[config.mk]
export PLATFORM = sky130hd
export DESIGN_NAME = fill_buffer
export DESIGN_NICKNAME = d
export VERILOG_FILES = /design/src/common/l1d_pkg.sv /design/src/cache/fill_buffer.sv
export SDC_FILE = /design/constraint.sdc
export NUM_CORES = 1
export LEC_CHECK = 0
export ABC_AREA = 1
export BUFFER_PORTS_ARGS = -buffer_cell sky130_fd_sc_hd__buf_2
export CORE_MARGIN = 5
export CORE_UTILIZATION = 50
export DETAILED_ROUTE_END_ITERATION = 10
export PLACE_DENSITY = 0.83
export SLEW_MARGIN = 20
export SYNTH_ARGS = -nofsm -noshare
export SYNTH_HDL_FRONTEND = slang
export SYNTH_SLANG_ARGS = --single-unit
[constraint.sdc]
create_clock -name clk -period 1.7 [get_ports clk]
set_input_delay 0.51 -clock clk [delete_from_list [all_inputs] [get_ports clk]]
set_output_delay 0.51 -clock clk [all_outputs]
set_load 0.02 [all_outputs]
[src/common/l1d_pkg.sv]
// Shared definitions for the L1 data cache
// Address field widths, cache geometry and the address struct
// Access size and controller state enums
// Byte lane and write data replication helpers
`default_nettype none

package l1d_pkg;

  // ==============================
  // Geometry
  // ==============================
  localparam int addr_w         = 32;
  localparam int tag_w          = 22;
  localparam int index_w        = 6;
  localparam int line_count     = 64;
  localparam int words_per_line = 4;
  localparam int word_sel_w     = 2;
  localparam int byte_sel_w     = 2;
  localparam int data_w         = 32;
  localparam int line_w         = data_w * words_per_line;

  // Byte address split, tag on top
  typedef struct packed {
    logic [tag_w-1:0]      tag;
    logic [index_w-1:0]    index;
    logic [word_sel_w-1:0] word;
    logic [byte_sel_w-1:0] byte_sel;
  } addr_t;

  typedef enum logic [1:0] {
    size_byte = 2'd0,
    size_half = 2'd1,
    size_word = 2'd2
  } access_size_e;

  typedef enum logic [2:0] {
    st_idle         = 3'd0,
    st_lookup_read  = 3'd1,
    st_lookup_write = 3'd2,
    st_fill_req     = 3'd3,
    st_fill_wait    = 3'd4,
    st_fill_write   = 3'd5,
    st_store_wait   = 3'd6
  } ctrl_state_e;

  // ==============================
  // Write rule
  // ==============================
  // Lanes touched inside one word
  function automatic logic [3:0] lane_mask(access_size_e size,
                                           logic [byte_sel_w-1:0] byte_sel);
    logic [3:0] mask;
    case (size)
      size_byte: mask = 4'b0001 << byte_sel;
      size_half: mask = byte_sel[1] ? 4'b1100 : 4'b0011;
      default:   mask = 4'b1111;
    endcase
    return mask;
  endfunction

  // Same data copied into every lane
  function automatic logic [data_w-1:0] replicate_wdata(access_size_e size,
                                                        logic [data_w-1:0] wdata);
    logic [data_w-1:0] rep;
    case (size)
      size_byte: rep = {4{wdata[7:0]}};
      size_half: rep = {2{wdata[15:0]}};
      default:   rep = wdata;
    endcase
    return rep;
  endfunction

endpackage

`default_nettype wire
[src/cache/fill_buffer.sv]
// Refill line buffer and core read word register
// Collects the four memory beats and picks the word returned to the core
`timescale 1ns/1ps
`default_nettype none

module fill_buffer (
  input  wire                                 clk,
  input  wire                                 rst,
  input  wire   [l1d_pkg::data_w-1:0]         mem_rdata,
  input  wire   [l1d_pkg::word_sel_w-1:0]     beat,
  input  wire                                 beat_capture,
  input  wire   [l1d_pkg::word_sel_w-1:0]     req_word,
  input  wire   [l1d_pkg::line_w-1:0]         rd_line,
  input  wire                                 hit_capture,
  output logic  [l1d_pkg::line_w-1:0]         fill_line,
  output logic  [l1d_pkg::data_w-1:0]         core_rdata
);

  // Each beat lands in its own word slot
  always_ff @(posedge clk)
  begin
    if (beat_capture)
      fill_line[beat*l1d_pkg::data_w +: l1d_pkg::data_w] <= mem_rdata;
  end

  // ==============================
  // Core read word
  // ==============================
  always_ff @(posedge clk or posedge rst)
  begin
    if (rst)
      core_rdata <= '0;
    else if (hit_capture)
      core_rdata <= rd_line[req_word*l1d_pkg::data_w +: l1d_pkg::data_w];
    else if (beat_capture && (beat == req_word))
      // requested word straight from memory
      core_rdata <= mem_rdata;
  end

endmodule

`default_nettype wire

Yosys cells after proc, flatten, opt, wreduce, memory -nomap -nowiden
Cells that the tools add are included.
- bits in registers: 160
- logic and storage cells: 12
- $add $sub $neg: 1
- equality and inequality tests: 1
- shifts and indexed selects: 3
- multiplexer cells: 3
- reduce and logical (&&, ||, !) cells: 2
- operator list (cell ; count):
    128-bit bitwise mux ; 1
    32-bit by 34-bit variable shift with 128-bit output (first input constant) ; 1
    128-bit by 8-bit variable part select with 32-bit output ; 1
    32-bit by 34-bit variable part select with 128-bit output ; 1
    32-bit two-way mux ; 2
    7-bit negation with 34-bit output ; 1
    2-bit == test ; 1
    2-bit nonzero test ; 1
    1-bit logical AND ; 1

Depth between registers and ports, before layout
Gate-level depths: netlist of the first run.
- depth in word-level cells: 4
- gate-level depth with buffers: 11

Worst setup path before layout of the first run
Ideal clock, no wire load.
- path type: input port to flip-flop
- start: input beat[0] in the netlist's numbering
- end: register fill_line[0] in the netlist's numbering, enable pin
- data arrival time: 1.812 ns
- required time: 1.313 ns
- slack: -0.498 ns
- cell stages on the path: 6
- path buffers: 2
- path through: buf_2 buf_2 inv_1 ha_1 nand2_1 inv_1
- RTL lines (item ; RTL line ; text):
    from (decl) ; fill_buffer.sv:10 ; input wire [l1d_pkg::word_sel_w-1:0] beat,
    to (signal, indexed assignment) ; fill_buffer.sv:23 ; fill_line[beat*l1d_pkg::data_w +: l1d_pkg::data_w] <= mem_rdata;
    to (decl) ; fill_buffer.sv:15 ; output logic [l1d_pkg::line_w-1:0] fill_line,

Final worst setup path of the first run
- start: input beat[1] in the netlist's numbering
- end: register fill_line[64] in the netlist's numbering (data pin)
- longest elaborated chain between the ends: 3
- elaborated cells on any way between the ends: 4
- classes of those cells: 1 x add/sub; 2 x shift; 1 x mux
- ends and longest elaborated chain (item ; RTL line):
    7-bit negation with 34-bit output (*) ; fill_buffer.sv:23
    32-bit by 34-bit variable part select with 128-bit output / 32-bit by 34-bit variable shift with 128-bit output (equally long branches) ; fill_buffer.sv:23
    128-bit bitwise mux (*) ; fill_buffer.sv:23
Every way passes the cells marked *; elsewhere a longest branch is shown, timed or not.
A chain may end at the register's enable or synchronous reset.

==> run metrics, run 1 <==
status=completed; Die Y=134 um; cts hold-fix bufs=0; sequential area share after synthesis=0.600; Worst Tran Pin Value=0.422 ns; clk sinks=160; largest net degree at the start of global routing=78; Pwr Density=994 nW/um2; post-synthesis adder-cell area fraction=0.00809; Core Util, Final=0.687; worst reg2reg endpoint=core_rdata[19]$_DFFE_PP0P_; most frequent CP cell=inv_2; M1 GR Usage=0.345; grt met2 use=0.462; hold violation total from the final report=0; Final HPWL DP=19.2 mm; Critical Path AT=1.78 ns; first-pass GRT wire length=38.1 mm; CP Capture Type=register; via/cell ratio=5.30; Setup crit start=beat[1]; Ys Warns=0; antenna cells=0; layout cells sized above 1=0.381; CTS tree=yes; Setup WS pre-CTS=-0.265 ns; clk_skew=0 ns; critical path cell sequence=buf_2 > inv_1 > ha_4 > inv_2 > nor2_2 > inv_2 > or2_2 > buf_12 > nor3_1; DRC=0; count leader, synth=nand2_1; GP Congestion=0.868; Final min period=1.53 ns; top cells by count, synth=nand2_1, nand3_1, edfxtp_1, nor2_1, inv_1; Net Sw Frac=0.281; DR WL/cell=18.7 um; NetSw=2.92 mW; worst IR drop on VDD=687 uV; Layout fillers=1,205; Setup CP Type=input port to register; iteration count of the initial detailed-routing pass=6; die width=134 um; Reg power frac=0.441; GRT busiest layer=met2; Rel. slew slack=0.719; xor/xnor share of the synthesized area=0.00113; CTS H-tree lvls=4; critical path's slowest cell=or2_2; cts bufs inserted=17; largest family of logic cells by synthesized area=simple AND/OR/NAND/NOR gates; final setup fails=0; initial core utilization=0.509; Synth cell types=22; Max-Cap Viols=0; r2r setup slk=1.04 ns; reg2reg start=core_rdata[19]$_DFFE_PP0P_; clock share of power=0.386; Tcrit/Tclk final=0.900; clk_lat worst skew=0.42 ns; vias=7,187; Synth top area share=0.497; Gate Count Post-Synth=829; Port Buf Inserts=327; clock-pin slew on the worst setup and hold paths=0.07 ns; grt ovf=0; Synth area leaders=edfxtp_1, nand2_1, dfrtp_1, nand3_1, nor3_2; startpoint types=input port; core area=15,200 um2; hold slack final=0.162 ns; Post-DRT Antenna Nets=0; P&R area growth vs syn=34.9%; Ports=328; Req. time, crit path=1.95 ns; Tot Pwr=10.4 mW; GRT Util Overall=0.279; Int Pwr=7.46 mW; unrepaired setup endpoints after global routing=no; maximum clock path buffer count=2; root buf cell=clkbuf_16; fin worst setup slack=0.170 ns; Reg2Reg Depth=2; die area=18,100 um2; FFs w/ async S/R, synth=0.200; Layout Nets=1,327; Starting DRT DRC Count=658; Max stage delay on crit path=0.31 ns; Post-Syn Area per Cell=9.33 um2; Max Transition Viols Final=0; HP Class=input port to async pin; Synth Area in Compound Gates=0; initial antenna violation count=1; setup TNS=0 ns; Routed WL=25.3 mm; post-cts sizing count=0; postcts setup bufs=0; met3 usage=0.0705; maximum operating frequency=654 MHz; post-synthesis mux area share=0; number of global-route vias before repair=6,986; simple-gate portion of the synthesized area=0.323; row count=45; Synth Flop Type=edfxtp_1; combinational share of power=0.173; Leakage=4.63 nW; CP Max Fanout=32; Post-synth EDFFs=128; Mapped Area=7740 um2; post-synth net total=1,002; Seq cells post-synth=160; cell taking the most area after synthesis=edfxtp_1
-- routing by layer --
metal | share of wire | routed length [um]
met5 | 0.00051 | 13
met4 | 0.041 | 1040
met3 | 0.10 | 2630
met2 | 0.49 | 12400
met1 | 0.37 | 9270
-- critical path: cells and delay by family --
kind | cells | cell delay [ns]
AND/OR/NAND/NOR | 3 | 0.57
adder cells (fa/ha/maj) | 1 | 0.27
buffers and inverters | 5 | 0.42
-- area by class of cell --
type / instances / area [um2] / area share
tap: 188 / 235 / 0.0225
inverter: 43 / 178 / 0.0170
clock inverter: 15 / 195 / 0.0187
timing repair buffer: 368 / 2170 / 0.208
clock buffer: 17 / 425 / 0.0408
multi-input combinational: 564 / 2590 / 0.248
sequential: 160 / 4640 / 0.445
-- how the worst max path moves through the flow --
stage	endpoint	slack (ns)	cells past startpoint
2_1_floorplan	fill_line[74]$_DFFE_PP_	-0.22	11
3_3_place_gp	fill_line[79]$_DFFE_PP_	-0.22	9
3_5_place_dp	fill_line[64]$_DFFE_PP_	-0.26	9
4_1_cts	fill_line[0]	0.16	1
5_1_grt	fill_line[64]$_DFFE_PP_	0.05	9
6_report	fill_line[64]$_DFFE_PP_	0.17	9
-- placed cells by master, fill, tap and decap left out, types with 5 or more instances in the layout --
master	netlist	layout
clkbuf_16	0	17
nor3_2	29	29
buf_4	9	24
buf_2	30	326
nor3_1	33	33
nand2_1	296	294
nor2_1	66	66
clkinvlp_4	0	5
dfrtp_1	32	32
inv_6	0	5
inv_1	40	34
buf_12	0	18
nand3_1	129	129
edfxtp_1	128	128
-- metrics by stage --
step                cells  instance area (um2)
floorplan             829                 7830
global placement     1323                 9820
detailed placement   1323                 9820
CTS                  1355                10400
global route         1355                10400
finish               1355                10400
-- power groups by stage --
stage	combinational, mW	clock [mW]	sequential (mW)
global route	1.95	4.20	4.60
finish	1.79	4.01	4.58
detailed placement	1.79	0	4.66
floorplan	0.743	0	4.96
CTS	1.80	4.04	4.58
global placement	1.76	0	4.66
-- sequential cells by signal, indices dropped and copies added (netlist names) --
name and count:
core_rdata 32, fill_line 128
-- kinds of logic (layout without fill, tap and decap cells) --
kind of cell,Yosys count,in the layout
flip-flops,160,160
XOR/XNOR,1,1
adder cells (fa/ha/maj),5,5
AND/OR/NAND/NOR,558,558
buffers and inverters,105,443
Power figures use the tool's default switching activity.
==> run 2, diff against run 1 <==
--- a/config.mk
+++ b/config.mk
@@ -11,6 +11,7 @@
 export CORE_UTILIZATION = 50
 export DETAILED_ROUTE_END_ITERATION = 10
 export PLACE_DENSITY = 0.83
+export RECOVER_POWER = 25
 export SLEW_MARGIN = 20
 export SYNTH_ARGS = -nofsm -noshare
 export SYNTH_HDL_FRONTEND = slang
==> run 2 against run 1 <==
  * Final cell count unchanged
  * Clock skew unchanged
  * Flip-flop and latch count unchanged
  * Sequential power is essentially flat
  * Worst setup slack worse by 0.091 ns
  * Non-clock buffer count is the same
  * Core utilization down 0.67 points
  * Power down 0.22%
  * Die area is the same
  * Maximum frequency shrank 5.6%
  * Count of clock-buffer cells in the layout did not move
  * Critical endpoint is now fill_line[123]$_DFFE_PP_
==> run metrics, run 2 (same netlist as run 1, synthesis figures left out) <==
status=completed; worst reg2reg endpoint=core_rdata[19]$_DFFE_PP0P_; Critical Path AT=1.88 ns (+0.10 ns); fin worst setup slack=0.0796 ns (-0.0909 ns); cts hold-fix bufs=0 (unchanged); Tot Pwr=10.4 mW (-0.22%); first-pass GRT wire length=38.1 mm (unchanged); Routed WL=25.3 mm (about the same); CP Max Fanout=32 (unchanged); initial core utilization=0.509 (unchanged); Ports=328 (unchanged); reg2reg start=core_rdata[19]$_DFFE_PP0P_; Max Transition Viols Final=0 (unchanged); Largest regs=fill_line (128), core_rdata (32); initial antenna violation count=1 (unchanged); final setup fails=0 (unchanged); Starting DRT DRC Count=677 (+2.9%); Final Instance Count excl. Fillers=1,355 (unchanged); CTS H-tree lvls=4 (unchanged); DRC=0 (unchanged); GRT Util Overall=0.279 (unchanged); commonest non-fill, non-tap cell in the layout=buf_2; unrepaired setup endpoints after global routing=no; Port Buf Inserts=327 (unchanged); clk_lat worst skew=0.42 ns (about the same); core area=15,200 um2 (unchanged); Inst Count DP=1,323 (unchanged); number of global-route vias before repair=6,986 (unchanged); post-cts sizing count=0 (unchanged); most frequent cells in the layout=buf_2, nand2_1, nand3_1; grt ovf=0 (unchanged); startpoint types=input port; largest net degree at the start of global routing=78 (unchanged); Leakage=4.60 nW (-0.68%); cts bufs inserted=17 (unchanged); hold violation total from the final report=0 (unchanged); iteration count of the initial detailed-routing pass=5 (-1); worst IR drop on VDD=686 uV (-0.18%); Die Y=134 um (unchanged); number of flip-flops in the largest register=128 (unchanged); root buf cell=clkbuf_16; HP Class=input port to async pin; postcts setup bufs=0 (unchanged); Setup CP Type=input port to register; setup TNS=0 ns (unchanged); row count=45 (unchanged); Tcrit/Tclk final=0.953 (+0.0535); Worst Tran Pin Value=0.820 ns (+0.399 ns); clk sinks=160 (unchanged); Rel. slew slack=0.453 (-0.266); Post-DRT Antenna Nets=0 (unchanged); Max-Cap Viols=0 (unchanged); Pwr Density=1000 nW/um2 (+0.76%); GP Congestion=0.868 (unchanged); maximum clock path buffer count=2 (unchanged); layout cells sized above 1=0.380 (-0.00171); P&R area growth vs syn=33.6%; clock-pin slew on the worst setup and hold paths=0.07 ns (about the same); Final min period=1.62 ns (+0.0909 ns); die width=134 um (unchanged); r2r setup slk=1.05 ns (about the same); CP Capture Type=register; Setup WS pre-CTS=-0.265 ns (unchanged); vias=7,154 (-0.46%); CTS tree=yes; antenna cells=0 (unchanged); DR WL/cell=18.7 um (about the same); via/cell ratio=5.28 (-0.46%); Final HPWL DP=19.2 mm (unchanged); clk_skew=0 ns (unchanged); Reg2Reg Depth=2 (unchanged); maximum operating frequency=617 MHz (-5.6%); Layout Nets=1,327 (unchanged); Req. time, crit path=1.96 ns (about the same); die area=18,100 um2 (unchanged); Largest Register=fill_line
-- run 2: critical path, cell delays in order --
cell and delay (ns):
buf_2 0.11, inv_1 0.09, ha_4 0.21, or2_2 0.28, clkbuf_2 0.42, nor2_1 0.24
-- run 2: power breakdown --
part	switching, mW	leakage [nW]	internal [mW]
Combinational	1.17	2.92	0.593
Clock	1.65	0.299	2.36
Sequential	0.102	1.38	4.48
Total	2.92	4.60	7.43
-- run 2: worst max-delay path by stage --
stage	start	end
2_1_floorplan	beat[0]	fill_line[74]$_DFFE_PP_
3_3_place_gp	beat[1]	fill_line[79]$_DFFE_PP_
3_5_place_dp	beat[1]	fill_line[64]$_DFFE_PP_
4_1_cts	fill_line[0]$_DFFE_PP_	fill_line[0]
5_1_grt	beat[1]	fill_line[123]$_DFFE_PP_
6_report	beat[1]	fill_line[123]$_DFFE_PP_
-- run 2: metrics by stage --
| stage | util | cell area, um2 | hold slack, ns |
|---|---|---|---|
| after global placement | 0.646 | 9820 | 0.485 |
| after global routing | 0.680 | 10300 | 0.378 |
| after CTS | 0.687 | 10400 | 0.163 |
| after floorplan | - | 7830 | 0.615 |
| final | 0.680 | 10300 | 0.313 |
| after detailed placement | 0.646 | 9820 | 0.490 |
-- run 2: metal layers --
| layer | global-route usage | vias to the layer above | part of all wire |
|---|---|---|---|
| li1 | - | 3384 | - |
| met1 | 0.345 | 3256 | 0.37 |
| met2 | 0.462 | 446 | 0.49 |
| met3 | 0.0705 | 66 | 0.10 |
| met4 | 0.130 | 2 | 0.040 |
| met5 | 0 | - | 0.00051 |
-- run 2: layout make-up --
class / count / area (um2)
Multi-Input combinational cell: 564 / 2590
Inverter: 43 / 173
Sequential cell: 160 / 4640
Timing Repair Buffer: 368 / 2080
Tap cell: 188 / 235
Clock buffer: 17 / 425
Clock inverter: 15 / 195
Fill cell: 1217 / 4860
