**config.mk**
```make
export PLATFORM = sky130hd
export DESIGN_NAME = l1d_ctrl_fsm
export DESIGN_NICKNAME = d
export VERILOG_FILES = /design/src/common/l1d_pkg.sv /design/src/cache/l1d_ctrl_fsm.sv
export SDC_FILE = /design/constraint.sdc
export NUM_CORES = 1
export LEC_CHECK = 0
export ABC_AREA = 1
export BUFFER_PORTS_ARGS = -buffer_cell sky130_fd_sc_hd__buf_2
export CELL_PAD_IN_SITES_DETAIL_PLACEMENT = 1
export CELL_PAD_IN_SITES_GLOBAL_PLACEMENT = 2
export CORE_MARGIN = 5
export CORE_UTILIZATION = 22
export DETAILED_ROUTE_END_ITERATION = 6
export PLACE_DENSITY = 0.91
export SKIP_CTS_REPAIR_TIMING = 1
export SYNTH_ARGS = -nofsm -noshare
export SYNTH_HDL_FRONTEND = slang
export SYNTH_SLANG_ARGS = --single-unit
```
**constraint.sdc**
```tcl
create_clock -name clk -period 5.3 [get_ports clk]
set_input_delay 0.265 -clock clk [delete_from_list [all_inputs] [get_ports clk]]
set_output_delay 0.265 -clock clk [all_outputs]
set_load 0.01 [all_outputs]
```
**src/common/l1d_pkg.sv**
```systemverilog
// Shared definitions for the L1 data cache
// Address field widths, cache geometry and the address struct
// Access size and controller state enums
// Byte lane and write data replication helpers
`default_nettype none

package l1d_pkg;

  // ==============================
  // Geometry
  // ==============================
  localparam int addr_w         = 32;
  localparam int tag_w          = 22;
  localparam int index_w        = 6;
  localparam int line_count     = 64;
  localparam int words_per_line = 4;
  localparam int word_sel_w     = 2;
  localparam int byte_sel_w     = 2;
  localparam int data_w         = 32;
  localparam int line_w         = data_w * words_per_line;

  // Byte address split, tag on top
  typedef struct packed {
    logic [tag_w-1:0]      tag;
    logic [index_w-1:0]    index;
    logic [word_sel_w-1:0] word;
    logic [byte_sel_w-1:0] byte_sel;
  } addr_t;

  typedef enum logic [1:0] {
    size_byte = 2'd0,
    size_half = 2'd1,
    size_word = 2'd2
  } access_size_e;

  typedef enum logic [2:0] {
    st_idle         = 3'd0,
    st_lookup_read  = 3'd1,
    st_lookup_write = 3'd2,
    st_fill_req     = 3'd3,
    st_fill_wait    = 3'd4,
    st_fill_write   = 3'd5,
    st_store_wait   = 3'd6
  } ctrl_state_e;

  // ==============================
  // Write rule
  // ==============================
  // Lanes touched inside one word
  function automatic logic [3:0] lane_mask(access_size_e size,
                                           logic [byte_sel_w-1:0] byte_sel);
    logic [3:0] mask;
    case (size)
      size_byte: mask = 4'b0001 << byte_sel;
      size_half: mask = byte_sel[1] ? 4'b1100 : 4'b0011;
      default:   mask = 4'b1111;
    endcase
    return mask;
  endfunction

  // Same data copied into every lane
  function automatic logic [data_w-1:0] replicate_wdata(access_size_e size,
                                                        logic [data_w-1:0] wdata);
    logic [data_w-1:0] rep;
    case (size)
      size_byte: rep = {4{wdata[7:0]}};
      size_half: rep = {2{wdata[15:0]}};
      default:   rep = wdata;
    endcase
    return rep;
  endfunction

endpackage

`default_nettype wire
```
**src/cache/l1d_ctrl_fsm.sv**
```systemverilog
// Cache controller FSM
// Latches the core request, runs lookup, four-beat refill and write-through
// Drives the memory strobes and steers counter, line store and fill buffer
`timescale 1ns/1ps
`default_nettype none

module l1d_ctrl_fsm (
  input  wire                                 clk,
  input  wire                                 rst,
  input  wire                                 core_req,
  input  wire                                 core_write,
  input  l1d_pkg::addr_t                      core_addr,
  input  wire   [l1d_pkg::data_w-1:0]         core_wdata,
  input  l1d_pkg::access_size_e               core_size,
  input  wire                                 mem_wait,
  input  wire                                 hit,
  input  wire   [l1d_pkg::word_sel_w-1:0]     beat,
  input  wire                                 last_beat,
  output logic                                core_wait,
  output logic                                mem_req,
  output logic                                mem_write,
  output logic  [l1d_pkg::addr_w-1:0]         mem_addr,
  output logic  [l1d_pkg::data_w-1:0]         mem_wdata,
  output l1d_pkg::access_size_e               mem_size,
  output l1d_pkg::addr_t                      req_addr,
  output logic  [l1d_pkg::data_w-1:0]         req_wdata,
  output l1d_pkg::access_size_e               req_size,
  output logic  [l1d_pkg::index_w-1:0]        lookup_index,
  output logic                                beat_clear,
  output logic                                beat_step,
  output logic                                beat_capture,
  output logic                                line_fill,
  output logic                                store_hit
);

  l1d_pkg::ctrl_state_e state;
  l1d_pkg::ctrl_state_e state_next;
  l1d_pkg::addr_t       fill_addr;
  logic                 accept;

  assign accept = (state == l1d_pkg::st_idle) && core_req;

  always_ff @(posedge clk or posedge rst)
  begin
    if (rst)
      state <= l1d_pkg::st_idle;
    else
      state <= state_next;
  end

  // Request latch, loaded at the acceptance edge
  always_ff @(posedge clk)
  begin
    if (accept)
    begin
      req_addr  <= core_addr;
      req_wdata <= core_wdata;
      req_size  <= core_size;
    end
  end

  // Line base plus current beat
  always_comb
  begin
    fill_addr          = req_addr;
    fill_addr.word     = beat;
    fill_addr.byte_sel = '0;
  end

  assign core_wait    = (state != l1d_pkg::st_idle);
  assign lookup_index = (state == l1d_pkg::st_idle) ? core_addr.index : req_addr.index;
  assign mem_wdata    = l1d_pkg::replicate_wdata(req_size, req_wdata);

  // ==============================
  // Next state and strobes
  // ==============================
  always_comb
  begin
    state_next   = state;
    mem_req      = 1'b0;
    mem_write    = 1'b0;
    mem_addr     = req_addr;
    mem_size     = req_size;
    beat_clear   = 1'b0;
    beat_step    = 1'b0;
    beat_capture = 1'b0;
    line_fill    = 1'b0;
    store_hit    = 1'b0;
    case (state)
      l1d_pkg::st_idle:
      begin
        if (core_req)
          state_next = core_write ? l1d_pkg::st_lookup_write : l1d_pkg::st_lookup_read;
      end
      l1d_pkg::st_lookup_read:
      begin
        beat_clear = 1'b1;
        state_next = hit ? l1d_pkg::st_idle : l1d_pkg::st_fill_req;
      end
      l1d_pkg::st_fill_req:
      begin
        mem_req    = 1'b1;
        mem_addr   = fill_addr;
        mem_size   = l1d_pkg::size_word;
        state_next = l1d_pkg::st_fill_wait;
      end
      l1d_pkg::st_fill_wait:
      begin
        mem_addr = fill_addr;
        mem_size = l1d_pkg::size_word;
        if (!mem_wait)
        begin
          beat_capture = 1'b1;
          beat_step    = 1'b1;
          state_next   = last_beat ? l1d_pkg::st_fill_write : l1d_pkg::st_fill_req;
        end
      end
      l1d_pkg::st_fill_write:
      begin
        line_fill  = 1'b1;
        state_next = l1d_pkg::st_idle;
      end
      // Write goes out at once, the line merges only on a hit
      l1d_pkg::st_lookup_write:
      begin
        mem_req    = 1'b1;
        mem_write  = 1'b1;
        store_hit  = 1'b1;
        state_next = l1d_pkg::st_store_wait;
      end
      l1d_pkg::st_store_wait:
      begin
        if (!mem_wait)
          state_next = l1d_pkg::st_idle;
      end
      default:
        state_next = l1d_pkg::st_idle;
    endcase
  end

endmodule

`default_nettype wire

```
# [After elaboration in Yosys (flattened, before gate mapping)]
# Cells that the tools add are included.
[word_totals] inputBits=75 wordCells=41 ff_bits=69 output_inout_bits=146
[classes] n_reduce_logical=7 eq_ne=10 mux=17
[op_table] operator="case mux 32 bit (2 select lines)" count=1
[op_table] operator="case mux 3 bit (6 select lines)" count=1
[op_table] operator="2-to-1 mux 3 bit" count=4
[op_table] operator="== test 3 bit, second input constant" count=3
[op_table] operator="== test 3 x 2 -> 1 bit, second input constant" count=2
[op_table] operator="2-to-1 mux 1 bit" count=6
[op_table] operator="2-to-1 mux 2 bit" count=3
[op_table] operator="2-to-1 mux 6 bit" count=1
[op_table] operator="inequality test 2 bit, second input constant" count=3
[op_table] operator="2-to-1 mux 4 bit" count=1
[op_table] operator="OR reduction 2 bit" count=2
[op_table] operator="== test 3 x 1 -> 1 bit, second input constant" count=1
[op_table] operator="logical NOT 3 bit" count=1
[op_table] operator="AND reduction 3 bit" count=1
[op_table] operator="nonzero test 3 bit" count=1
[op_table] operator="== test 2 x 1 -> 1 bit, second input constant" count=1
[op_table] operator="logical NOT 2 bit" count=1
[op_table] operator="logical AND 1 bit" count=1

# [Longest topological paths before layout]
# Gate-level depths: netlist of the first run.
[depth] depth_word=3 mapped_depth=7 ltp_nobuf=7

# [Least setup slack after synthesis of the first run]
# OpenSTA, ideal clock, no wires.
[synth_timing] path_kind="register to register" from="register state[1]" to="register req_addr[0] (netlist name), enable pin" stages_incl_launch_ff=5 setup_slack_ns=1.287 setup_time_ns=0.490 t_arrival_ns=3.522 period_less_slack_ns=4.013 cell_sequence="dfrtp_1 > nor2_2 > buf_6 > nand2_4 > nor2_1"
[synth_between] elab_chain_len=2
[synth_lines] element="start, declared" line_no="l1d_ctrl_fsm.sv:36" text="l1d_pkg::ctrl_state_e state;"
[synth_lines] element="start signal, assigned" line_no="l1d_ctrl_fsm.sv:46" text="state <= l1d_pkg::st_idle;"
[synth_lines] element="start signal, assigned" line_no="l1d_ctrl_fsm.sv:48" text="state <= state_next;"
[synth_lines] element="logical NOT 3 bit" line_no="l1d_ctrl_fsm.sv:41" text="assign accept = (state == l1d_pkg::st_idle) && core_req;"
[synth_lines] element="logical AND 1 bit" line_no="l1d_ctrl_fsm.sv:41"
[synth_lines] element="via accept" line_no="l1d_ctrl_fsm.sv:39" text="logic accept;"
[synth_lines] element="end signal, assigned" line_no="l1d_ctrl_fsm.sv:56" text="req_addr <= core_addr;"
[synth_lines] element="end, declared" line_no="l1d_ctrl_fsm.sv:25" text="output l1d_pkg::addr_t req_addr,"
# The timed path passes the listed nets, and every way through them passes these cells.
# A chain may end at the register's enable or synchronous reset.

# [Worst setup path after layout of the first run]
[layout_timing] from="register state[1]" to="register req_size[1], enable pin"
[layout_between] elab_chain_len=2
[layout_lines] element="logical NOT 3 bit" line_no="l1d_ctrl_fsm.sv:41"
[layout_lines] element="logical AND 1 bit" line_no="l1d_ctrl_fsm.sv:41"
[layout_lines] element="via accept" line_no="l1d_ctrl_fsm.sv:39"
[layout_lines] element="end signal, assigned" line_no="l1d_ctrl_fsm.sv:58" text="req_size <= core_size;"
[layout_lines] element="end, declared" line_no="l1d_ctrl_fsm.sv:27" text="output l1d_pkg::access_size_e req_size,"
# The timed path passes the listed nets, and every way through them passes these cells.

==> flow_summary_export.csv, run 1 <==
group,metric,value,unit
worst_setup_path,path_cells,"nor2_2 -> nand2_4 -> nor2_4 -> buf_4",
synth,synth_top_area_share,66.1,%
global_routing,antenna_found_initial,0,
clocking,cts_root_buf,"clkbuf_16",
global_routing,grt_pass1_wl,15300,um
sta,skew,0.00379,ns
finish,drive_gt1_share,55.3,%
synth,post_synth_num_cell_types,21,
placed_design,gp_congestion,0.932,
floorplan,core,13300,sq um
synth,ys_ff_latch,69,
pwr,p_seq_share,38.3,%
synth,ys_seq_area_share,68.6,%
sta,post-route-period-util,50.5,%
placed_design,dp.cells,609,
route,wl_per_cell,16.6,um
pwr,total_power,2.19,mW
worst_setup_path,endpoint_kind,"flip-flop",
global_routing,grt_usage,12.6,%
worst_setup_path,critPathArrivalTime,2.66,ns
pwr,p_leak,2.08,nW
route,ant_nets,0,
synth,syn_inst,256,
floorplan,rows,42,
synth,synth.yosys.warnings,0,
worst_setup_path,cp_num_buf_inv,1,
floorplan,ioPinCount,221,
route,wl,10400,um
worst_setup_path,criticalPathCategory,"reg2reg",
synth,synth_area,3000,sq um
synth,synth_top_area_cell,"edfxtp_1",
pwr,p_sw,0.811,mW
global_routing,grt_start_max_net_pins,36,
run_status,outcome,"complete, no violations",
sta,setup_ws,2.63,ns
worst_setup_path,worst_ep_required_time,5.28,ns
floorplan,start_util,22.5,%
run,maxCapViolCount,0,
pwr,internal_power,1.38,mW
finish,diodes,0,
synth,synth_area_per_cell,11.7,sq um
finish,mostFrequentLayoutCell,"buf_2",
pwr,pwr-share-comb,34.4,%
sta,worstMarginPinSlew,0.937,ns
pwr,peakVddDrop,219,uV
sta,slew_headroom,37.4,%
synth,yosys-top-cells-area,"edfxtp_1 66%, nand2_1 10%, buf_4 9.5%",
global_routing,use_met1,13.7,%
finish,fillers,1586,
placed_design,io_buffer_count,220,
placed_design,dp_hpwl,8500,um
clocking,cts_made_buffers,9,
route,drtIter0Drc,59,
sta,fmax,374,MHz
clocking,cts_tree,"done",
worst_setup_path,reg2reg_slack,2.63,ns
floorplan,die_y,127,um
sta,setup_violations,0,
global_routing,grt_pass1_vias,2811,
floorplan,die-width,127,um
sta,fin_setup_tns,0,ns
sta,final_max_slew_viol_count,0,
pwr,clkPwrFrac,27.4,%
clocking,clock_latency,0.33,ns
worst_setup_path,crit_slowest_cell,"nor2_4",
finish,syn_to_final_growth,44.1,%
finish,fin_nets,520,
route,routed_via_density,4.08,
global_routing,grt_most_used_layer,"met2",
route,drc,0,
pwr,switching_share,37.1,%
global_routing,grt.overflow.total,0,
min_path,hold_class,"in2reg",
placed_design,pre_cts_ws,2.57,ns
sta,rsz0062_at_grt,"no",
placed_design,place_area,4010,sq um
clocking,clk_pin_slew,0.06,ns
finish,final_cell_mix,"220 x buf_2, 83 x nand2_1, 66 x edfxtp_1",
pwr,p_per_area,507,nW/um^2
synth,synthesis.nets,331,
worst_setup_path,worst_setup_path_start_kind,"flip-flop",
global_routing,grtUsageMet3,5.25,%
sta,finalCriticalPeriod,2.67,ns
worst_setup_path,path_delay_family,"simple AND/OR/NAND/NOR gates",
clocking,clkSinkCount,69,
route,via_count,2552,
finish,finalInstanceArea,4320,sq um
clocking,cts_buffer_depth,2,
finish,fin_cells,626,
worst_setup_path,max_stage_delay,0.74,ns
clocking,h-tree-depth,3,
sta,timing_hold_violations_final,0,
route,drt_first_pass_iters,6,
global_routing,met2_usage,21.7,%
floorplan,fp.dieArea,16100,sq um
worst_setup_path,cp_max_fo,35,
[state kept, by name (all words and copies together), names as in the netlist]
register and cells:
req_size 2, req_wdata 32, req_addr 32, state 3
[per-layer routing]
metal	share of wire, %	vias up
li1	-	1193
met1	38	1194
met2	50	148
met3	11	17
met4	1.7	0
met5	0	-
[power by group through the flow]
stage	logic (mW)	clock network [mW]	registers [mW]
finish	0.752	0.599	0.837
global placement	0.753	0	0.844
floorplan	0.437	0	0.877
global route	0.823	0.650	0.858
CTS	0.771	0.620	0.842
detailed placement	0.770	0	0.852
[stage by stage]
step / hold WS, ns / utilization, %
global placement: 0.132 / 30.1
finish: 0.101 / 32.5
floorplan: 0.0186 / -
detailed placement: 0.138 / 30.1
CTS: -0.233 / 32.4
global route: 0.0767 / 32.5
[layout make-up]
cell class | instances | area [sq um] | area share [%]
Clock buffer | 9 | 225 | 5.21
Inverter | 18 | 67.6 | 1.56
Multi-Input combinational cell | 125 | 554 | 12.8
Clock inverter | 7 | 76.3 | 1.77
Tap cell | 176 | 220 | 5.10
Timing Repair Buffer | 222 | 1120 | 25.9
Sequential cell | 69 | 2060 | 47.6
[synth_stat cells]
master,n
o21ai_0,8
nand3_2,1
inv_2,4
nor3_1,1
buf_6,2
a21oi_1,1
edfxtp_1,66
nor2_2,3
inv_1,14
nand4_1,1
o211ai_1,2
nand3_1,15
dfrtp_1,3
o221ai_1,1
buf_2,3
nand2_2,1
nor2_1,6
nand2_4,2
clkbuf_1,1
nand2_1,83
buf_4,38
[kinds of logic (layout without fill, tap and decap cells)]
logic type / after synthesis / after routing / synth area share, %
and+or+nand+nor: 113 / 113 / 15.9
DFF: 69 / 69 / 68.6
buffers and inverters: 62 / 256 / 13.1
AOI/OAI and AO/OA: 12 / 12 / 2.30
[worst paths after layout]
check	start	to	cells after the start
worst max-delay path	state[1]$_DFFE_PP0P_	req_size[1]$_DFFE_PP_	4
worst min-delay path	core_addr[25]	req_addr[25]$_DFFE_PP_	1
worst max register to register	state[1]$_DFFE_PP0P_	req_size[1]$_DFFE_PP_	4
worst min register to register	state[1]$_DFFE_PP0P_	state[1]$_DFFE_PP0P_	2
max in group asynchronous	rst	state[0]$_DFFE_PP0P_	3
min in group asynchronous	rst	state[1]$_DFFE_PP0P_	3
No activity file was read; power rests on OpenSTA's default activity.
==> inputs of run 2 (changes only) <==
==> constraint.sdc (replaced) <==
create_clock -name clk -period 2.62 [get_ports clk]
set_input_delay 0.131 -clock clk [delete_from_list [all_inputs] [get_ports clk]]
set_output_delay 0.131 -clock clk [all_outputs]
set_load 0.01 [all_outputs]
==> run 2 against run 1 <==
Register-to-register slack got worse by 1.8 ns. Largest power group unchanged. Largest cell class unchanged. Wire length rose by 7.4%. Count of clock-buffer cells in the layout did not move. First-iteration DRC count rose by 68%. Global-route usage fell by 0.58 points. Critical path depth rose by 2. Design area rose by 17%. Highest routed layer unchanged. Hold slack got worse by 0.077 ns. Clock power rose by 130%. Clock skew rose by 0.0033 ns. Combinational power rose by 120%.
==> flow_summary_export.csv, run 2 (synthesized netlist as in run 1, its figures left out) <==
group,metric,value,unit
clocking,cts_buffer_depth,2,
route,wl_per_cell,16.1,um
sta,worstMarginPinSlew,0.584,ns
finish,fin_nets,588,
global_routing,grt_pass1_wl,15000,um
worst_setup_path,worst_ep_required_time,2.49,ns
worst_setup_path,worst_setup_path_start_kind,"flip-flop",
sta,timing_hold_violations_final,0,
global_routing,antenna_found_initial,0,
sta,rsz0062_at_grt,"no",
sta,setup_ws,0.590,ns
pwr,p_per_area,936,nW/um^2
worst_setup_path,crit_slowest_cell,"edfxtp_1",
global_routing,grt_pass1_vias,2733,
worst_setup_path,crit_path_end,"mem_wdata[31]",
worst_setup_path,reg2reg_slack,0.82,ns
sta,skew,0.00705,ns
placed_design,io_buffer_count,220,
floorplan,die-width,127,um
finish,syn_to_final_growth,68.0,%
route,via_count,2795,
placed_design,place_area,4030,sq um
run_status,outcome,"complete, no violations",
finish,mostFrequentLayoutCell,"buf_2",
route,drtIter0Drc,99,
route,routed_via_density,4.03,
placed_design,dp_hpwl,8170,um
sta,setup_violations,0,
min_path,hold_class,"in2reg",
finish,drive_gt1_share,48.6,%
pwr,pwr-share-comb,34.7,%
clocking,clk_pin_slew,0.06,ns
pwr,switching_share,34.9,%
worst_setup_path,path_cells,"inv_2 -> nand2_1 -> inv_1 -> nand2_1 -> nand3_1 -> buf_2",
global_routing,grt.overflow.total,0,
placed_design,pre_cts_ws,0.812,ns
clocking,h-tree-depth,3,
finish,top_regs,"req_addr (32), req_wdata (32), state (3)",
pwr,p_sw,1.65,mW
sta,fmax,493,MHz
worst_setup_path,cp_max_fo,12,
finish,diodes,0,
sta,finalCriticalPeriod,2.03,ns
pwr,clkPwrFrac,29.7,%
worst_setup_path,startpoint,"req_size[1]$_DFFE_PP_",
route,drt_first_pass_iters,4,
sta,slew_headroom,61.1,%
sta,fin_setup_tns,0,ns
global_routing,grt_start_max_net_pins,47,
worst_setup_path,cp_num_buf_inv,3,
worst_setup_path,path_delay_family,"buffers and inverters",
min_path,min_path_cells,1,
worst_setup_path,max_stage_delay,0.57,ns
sta,post-route-period-util,77.5,%
floorplan,die_y,127,um
floorplan,ioPinCount,221,
placed_design,gp_congestion,0.870,
clocking,cts_root_buf,"clkbuf_16",
worst_setup_path,critPathArrivalTime,1.90,ns
pwr,p_leak,2.41,nW
worst_setup_path,r2r-end,"req_wdata[20]$_DFFE_PP_",
floorplan,fp.dieArea,16100,sq um
worst_setup_path,cpMostUsedCell,"nand2_1",
clocking,cts_made_buffers,9,
clocking,clkSinkCount,69,
route,drc,0,
pwr,p_seq_share,35.6,%
global_routing,grt_usage,12.0,%
finish,finalInstanceArea,5040,sq um
run,maxCapViolCount,0,
worst_setup_path,r2r_cells,4,
route,ant_nets,0,
clocking,clock_latency,0.33,ns
floorplan,core,13300,sq um
floorplan,start_util,22.5,%
finish,final_cell_mix,"220 x buf_2, 83 x nand2_1, 66 x dlygate4sd3_1, 66 x edfxtp_1, 15 x nand3_1",
worst_setup_path,path_depth,6,
worst_setup_path,rr_startpoint,"state[2]$_DFFE_PP0P_",
worst_setup_path,criticalPathCategory,"reg2out",
sta,fin_hold_ws,0.0238,ns
route,wl,11100,um
floorplan,rows,42,
worst_setup_path,endpoint_kind,"output pin",
sta,final_max_slew_viol_count,0,
pwr,peakVddDrop,504,uV
pwr,internal_power,3.07,mW
clocking,cts_tree,"done",
run 2: cell types whose count changed in the layout (fill, tap and decap cells not counted):
cell	change
dlygate4sd3_1	+65
buf_4	+3
clkinvlp_4	-5
clkinv_4	+1
clkinv_2	+1
inv_6	+1
bufinv_16	+2
run 2: worst min path at each step:
stage / start / end / slack (ns)
CTS: rst / state[0]$_DFFE_PP0P_ / -0.35
global placement: rst / state[2]$_DFFE_PP0P_ / 0.006
detailed placement: rst / state[0]$_DFFE_PP0P_ / 0.01
floorplan: rst / state[0]$_DFFE_PP0P_ / -0.12
finish: core_size[1] / req_size[1]$_DFFE_PP_ / 0.02
global route: core_size[1] / req_size[1]$_DFFE_PP_ / 0.008
run 2: per-layer routing:
| metal | track usage (%) | part of all wire, % | vias up |
|---|---|---|---|
| li1 | - | - | 1326 |
| met5 | 0 | 0 | - |
| met2 | 21.0 | 53 | 133 |
| met3 | 4.83 | 8.4 | 9 |
| met4 | 4.73 | 1.1 | 0 |
| met1 | 13.0 | 37 | 1327 |
run 2: final cells by class:
class,count,area [sq um]
clock buffer,9,225
multi-input combinational,125,554
fill,1538,8260
tap,176,220
timing repair buffer,290,1790
sequential,69,2060
clock inverter,7,121
inverter,18,67.6
run 2: per-stage QoR:
step | power (mW) | std cells | util (%)
after detailed placement | 3.28 | 612 | 30.3
after CTS | 4.72 | 628 | 32.9
final | 4.71 | 694 | 37.9
after global placement | 3.24 | 612 | 30.3
after floorplan | 2.64 | 256 | -
after global routing | 5.01 | 694 | 37.9
run 2: power by group through the flow:
| stage | combinational, mW | sequential [mW] | clock [mW] |
|---|---|---|---|
| final | 1.63 | 1.68 | 1.40 |
| after global routing | 1.79 | 1.71 | 1.51 |
| after CTS | 1.58 | 1.68 | 1.45 |
| after detailed placement | 1.58 | 1.70 | 0 |
| after global placement | 1.56 | 1.68 | 0 |
| after floorplan | 0.892 | 1.75 | 0 |
==> inputs of run 3 (changes only) <==
--- a/config.mk
+++ b/config.mk
@@ -10,9 +10,9 @@
 export CELL_PAD_IN_SITES_DETAIL_PLACEMENT = 1
 export CELL_PAD_IN_SITES_GLOBAL_PLACEMENT = 2
 export CORE_MARGIN = 5
-export CORE_UTILIZATION = 22
+export CORE_UTILIZATION = 20
 export DETAILED_ROUTE_END_ITERATION = 6
-export PLACE_DENSITY = 0.91
+export PLACE_DENSITY = 0.87
 export SKIP_CTS_REPAIR_TIMING = 1
 export SYNTH_ARGS = -nofsm -noshare
 export SYNTH_HDL_FRONTEND = slang
==> constraint.sdc (replaced) <==
create_clock -name clk -period 1.66 [get_ports clk]
set_input_delay 0.083 -clock clk [delete_from_list [all_inputs] [get_ports clk]]
set_output_delay 0.083 -clock clk [all_outputs]
set_load 0.01 [all_outputs]
==> run 3 against run 2 <==
Utilization fell by 2.5 points. Register-to-register slack got worse by 0.65 ns. Highest routed layer unchanged. Worst setup slack got worse by 0.50 ns. Critical path type unchanged. Clock skew fell by 0.0049 ns. Critical endpoint is now mem_wdata[24].
==> flow_summary_export.csv, run 3 (synthesized netlist as in run 1, its figures left out) <==
group,metric,value,unit
route,drc,0,
floorplan,core,14600,sq um
clocking,cts_made_buffers,9,
pwr,switching_share,35.9,%
worst_setup_path,endpoint_kind,"output pin",
pwr,clkPwrFrac,27.1,%
floorplan,die-width,132,um
route,routed_via_density,4.01,
sta,worstMarginPinSlew,0.236,ns
global_routing,grt_pass1_wl,15900,um
sta,final_max_slew_viol_count,0,
pwr,p_seq_share,35.1,%
floorplan,start_util,20.5,%
worst_setup_path,r2r-end,"req_wdata[27]$_DFFE_PP_",
sta,skew,0.00218,ns
pwr,internal_power,4.84,mW
worst_setup_path,rr_startpoint,"state[1]$_DFFE_PP0P_",
placed_design,dp_hpwl,8740,um
worst_setup_path,reg2reg_slack,0.17,ns
pwr,p_sw,2.71,mW
global_routing,grt_pass1_vias,2845,
global_routing,grt_usage,11.9,%
clocking,clk_pin_slew,0.06,ns
sta,fin_hold_ws,0.0478,ns
sta,timing_hold_violations_final,0,
finish,top_regs,"req_addr (32), req_wdata (32), state (3)",
worst_setup_path,r2r_cells,4,
worst_setup_path,cp_max_fo,6,
finish,syn_to_final_growth,72.7,%
min_path,min_from,"mem_wait",
worst_setup_path,critPathArrivalTime,1.49,ns
finish,fillers,1714,
sta,slew_headroom,84.2,%
min_path,holdPathEnd,"state[1]$_DFFE_PP0P_",
min_path,hold_class,"in2reg",
floorplan,fp.dieArea,17500,sq um
finish,mostFrequentLayoutCell,"buf_2",
route,wl,11700,um
worst_setup_path,worst_ep_required_time,1.58,ns
finish,multiInputGateArea,583,sq um
floorplan,ioPinCount,221,
finish,final_cell_mix,"220 x buf_2, 81 x nand2_1, 67 x dlygate4sd3_1",
sta,setup_violations,0,
route,via_count,2866,
route,ant_nets,0,
run,maxCapViolCount,0,
route,wl_per_cell,16.4,um
clocking,clkSinkCount,69,
sta,post-route-period-util,94.6,%
floorplan,die_y,132,um
route,drtIter0Drc,73,
finish,fin_nets,599,
placed_design,pre_cts_ws,0.0963,ns
pwr,p_per_area,1460,nW/um^2
finish,drive_gt1_share,50.3,%
finish,register_area,2060,sq um
clocking,cts_root_buf,"clkbuf_16",
clocking,cts_tree,"done",
global_routing,grt_start_max_net_pins,28,
worst_setup_path,worst_setup_path_start_kind,"flip-flop",
placed_design,gp_congestion,0.840,
worst_setup_path,criticalPathCategory,"reg2out",
route,drt_first_pass_iters,4,
pwr,peakVddDrop,576,uV
global_routing,grt.overflow.total,0,
pwr,pwr-share-comb,37.9,%
floorplan,rows,44,
min_path,min_path_cells,3,
global_routing,antenna_found_initial,1,
pwr,p_leak,2.46,nW
placed_design,io_buffer_count,220,
run_status,outcome,"complete, no violations",
sta,setup_ws,0.0895,ns
sta,fmax,637,MHz
sta,finalCriticalPeriod,1.57,ns
finish,final_util,35.3,%
clocking,clock_latency,0.33,ns
clocking,cts_buffer_depth,2,
clocking,h-tree-depth,3,
==> run 3: changes by cell type in the layout (fill, tap and decap cells not counted), sizes merged <==
cell / change
dlygate4sd3: +1
clkinvlp: +1
clkinv: +1
bufinv: -1
buf: +10
inv: -1
diode: +1
==> run 3: per-stage QoR <==
stage | instances | cell area [sq um] | setup TNS [ns] | power [mW]
final | 714 | 5180 | 0 | 7.55
after global routing | 714 | 5180 | -0.00523 | 8.01
after CTS | 642 | 4450 | -1.21 | 7.45
after detailed placement | 626 | 4130 | 0 | 5.36
after global placement | 626 | 4130 | 0 | 5.27
after floorplan | 256 | 3010 | -31.97 | 4.20
==> run 3: how the worst max path moves through the flow <==
stage | start | endpoint | slack [ns] | cells past startpoint
finish | req_size[1]$_DFFE_PP_ | mem_wdata[24] | 0.09 | 5
CTS | state[1]$_DFFE_PP0P_ | mem_addr[2] | -0.12 | 7
global route | state[1]$_DFFE_PP0P_ | lookup_index[0] | -0.005 | 5
global placement | state[1]$_DFFE_PP0P_ | req_addr[10]$_DFFE_PP_ | 0.13 | 4
floorplan | state[1]$_DFFE_PP0P_ | req_addr[0]$_DFFE_PP_ | -0.48 | 4
detailed placement | state[1]$_DFFE_PP0P_ | req_addr[10]$_DFFE_PP_ | 0.1 | 4
==> run 3: worst max-delay path, cell delays in order, from the launching register on <==
cell and delay, ns:
edfxtp_1 0.46, nor2_2 0.20, buf_6 0.15, nand2_1 0.06, o211ai_1 0.11, buf_2 0.18
==> run 3: layout make-up <==
type                    count  area share (%)
multi-input cells         125            11.3
clock buffers               9            4.35
repair buffers            301            37.1
diodes                      1          0.0483
well taps                 184            4.45
clock inverters             7            1.74
flip-flops and latches     69            39.8
inverters                  18            1.31
==> run 3: power by group through the flow <==
stage               clock network, mW  registers [mW]  logic (mW)
floorplan                           0            2.77        1.44
global placement                    0            2.65        2.62
CTS                              2.12            2.65        2.69
global route                     2.20            2.70        3.10
detailed placement                  0            2.68        2.68
finish                           2.04            2.65        2.86
==> run 3: metal layers <==
layer / GRT usage (%) / vias to the layer above / wire, um
li1: - / 1355 / -
met1: 12.4 / 1376 / 4270
met2: 21.2 / 123 / 6520
met3: 5.24 / 12 / 805
met4: 4.56 / 0 / 136
met5: 0 / - / 0
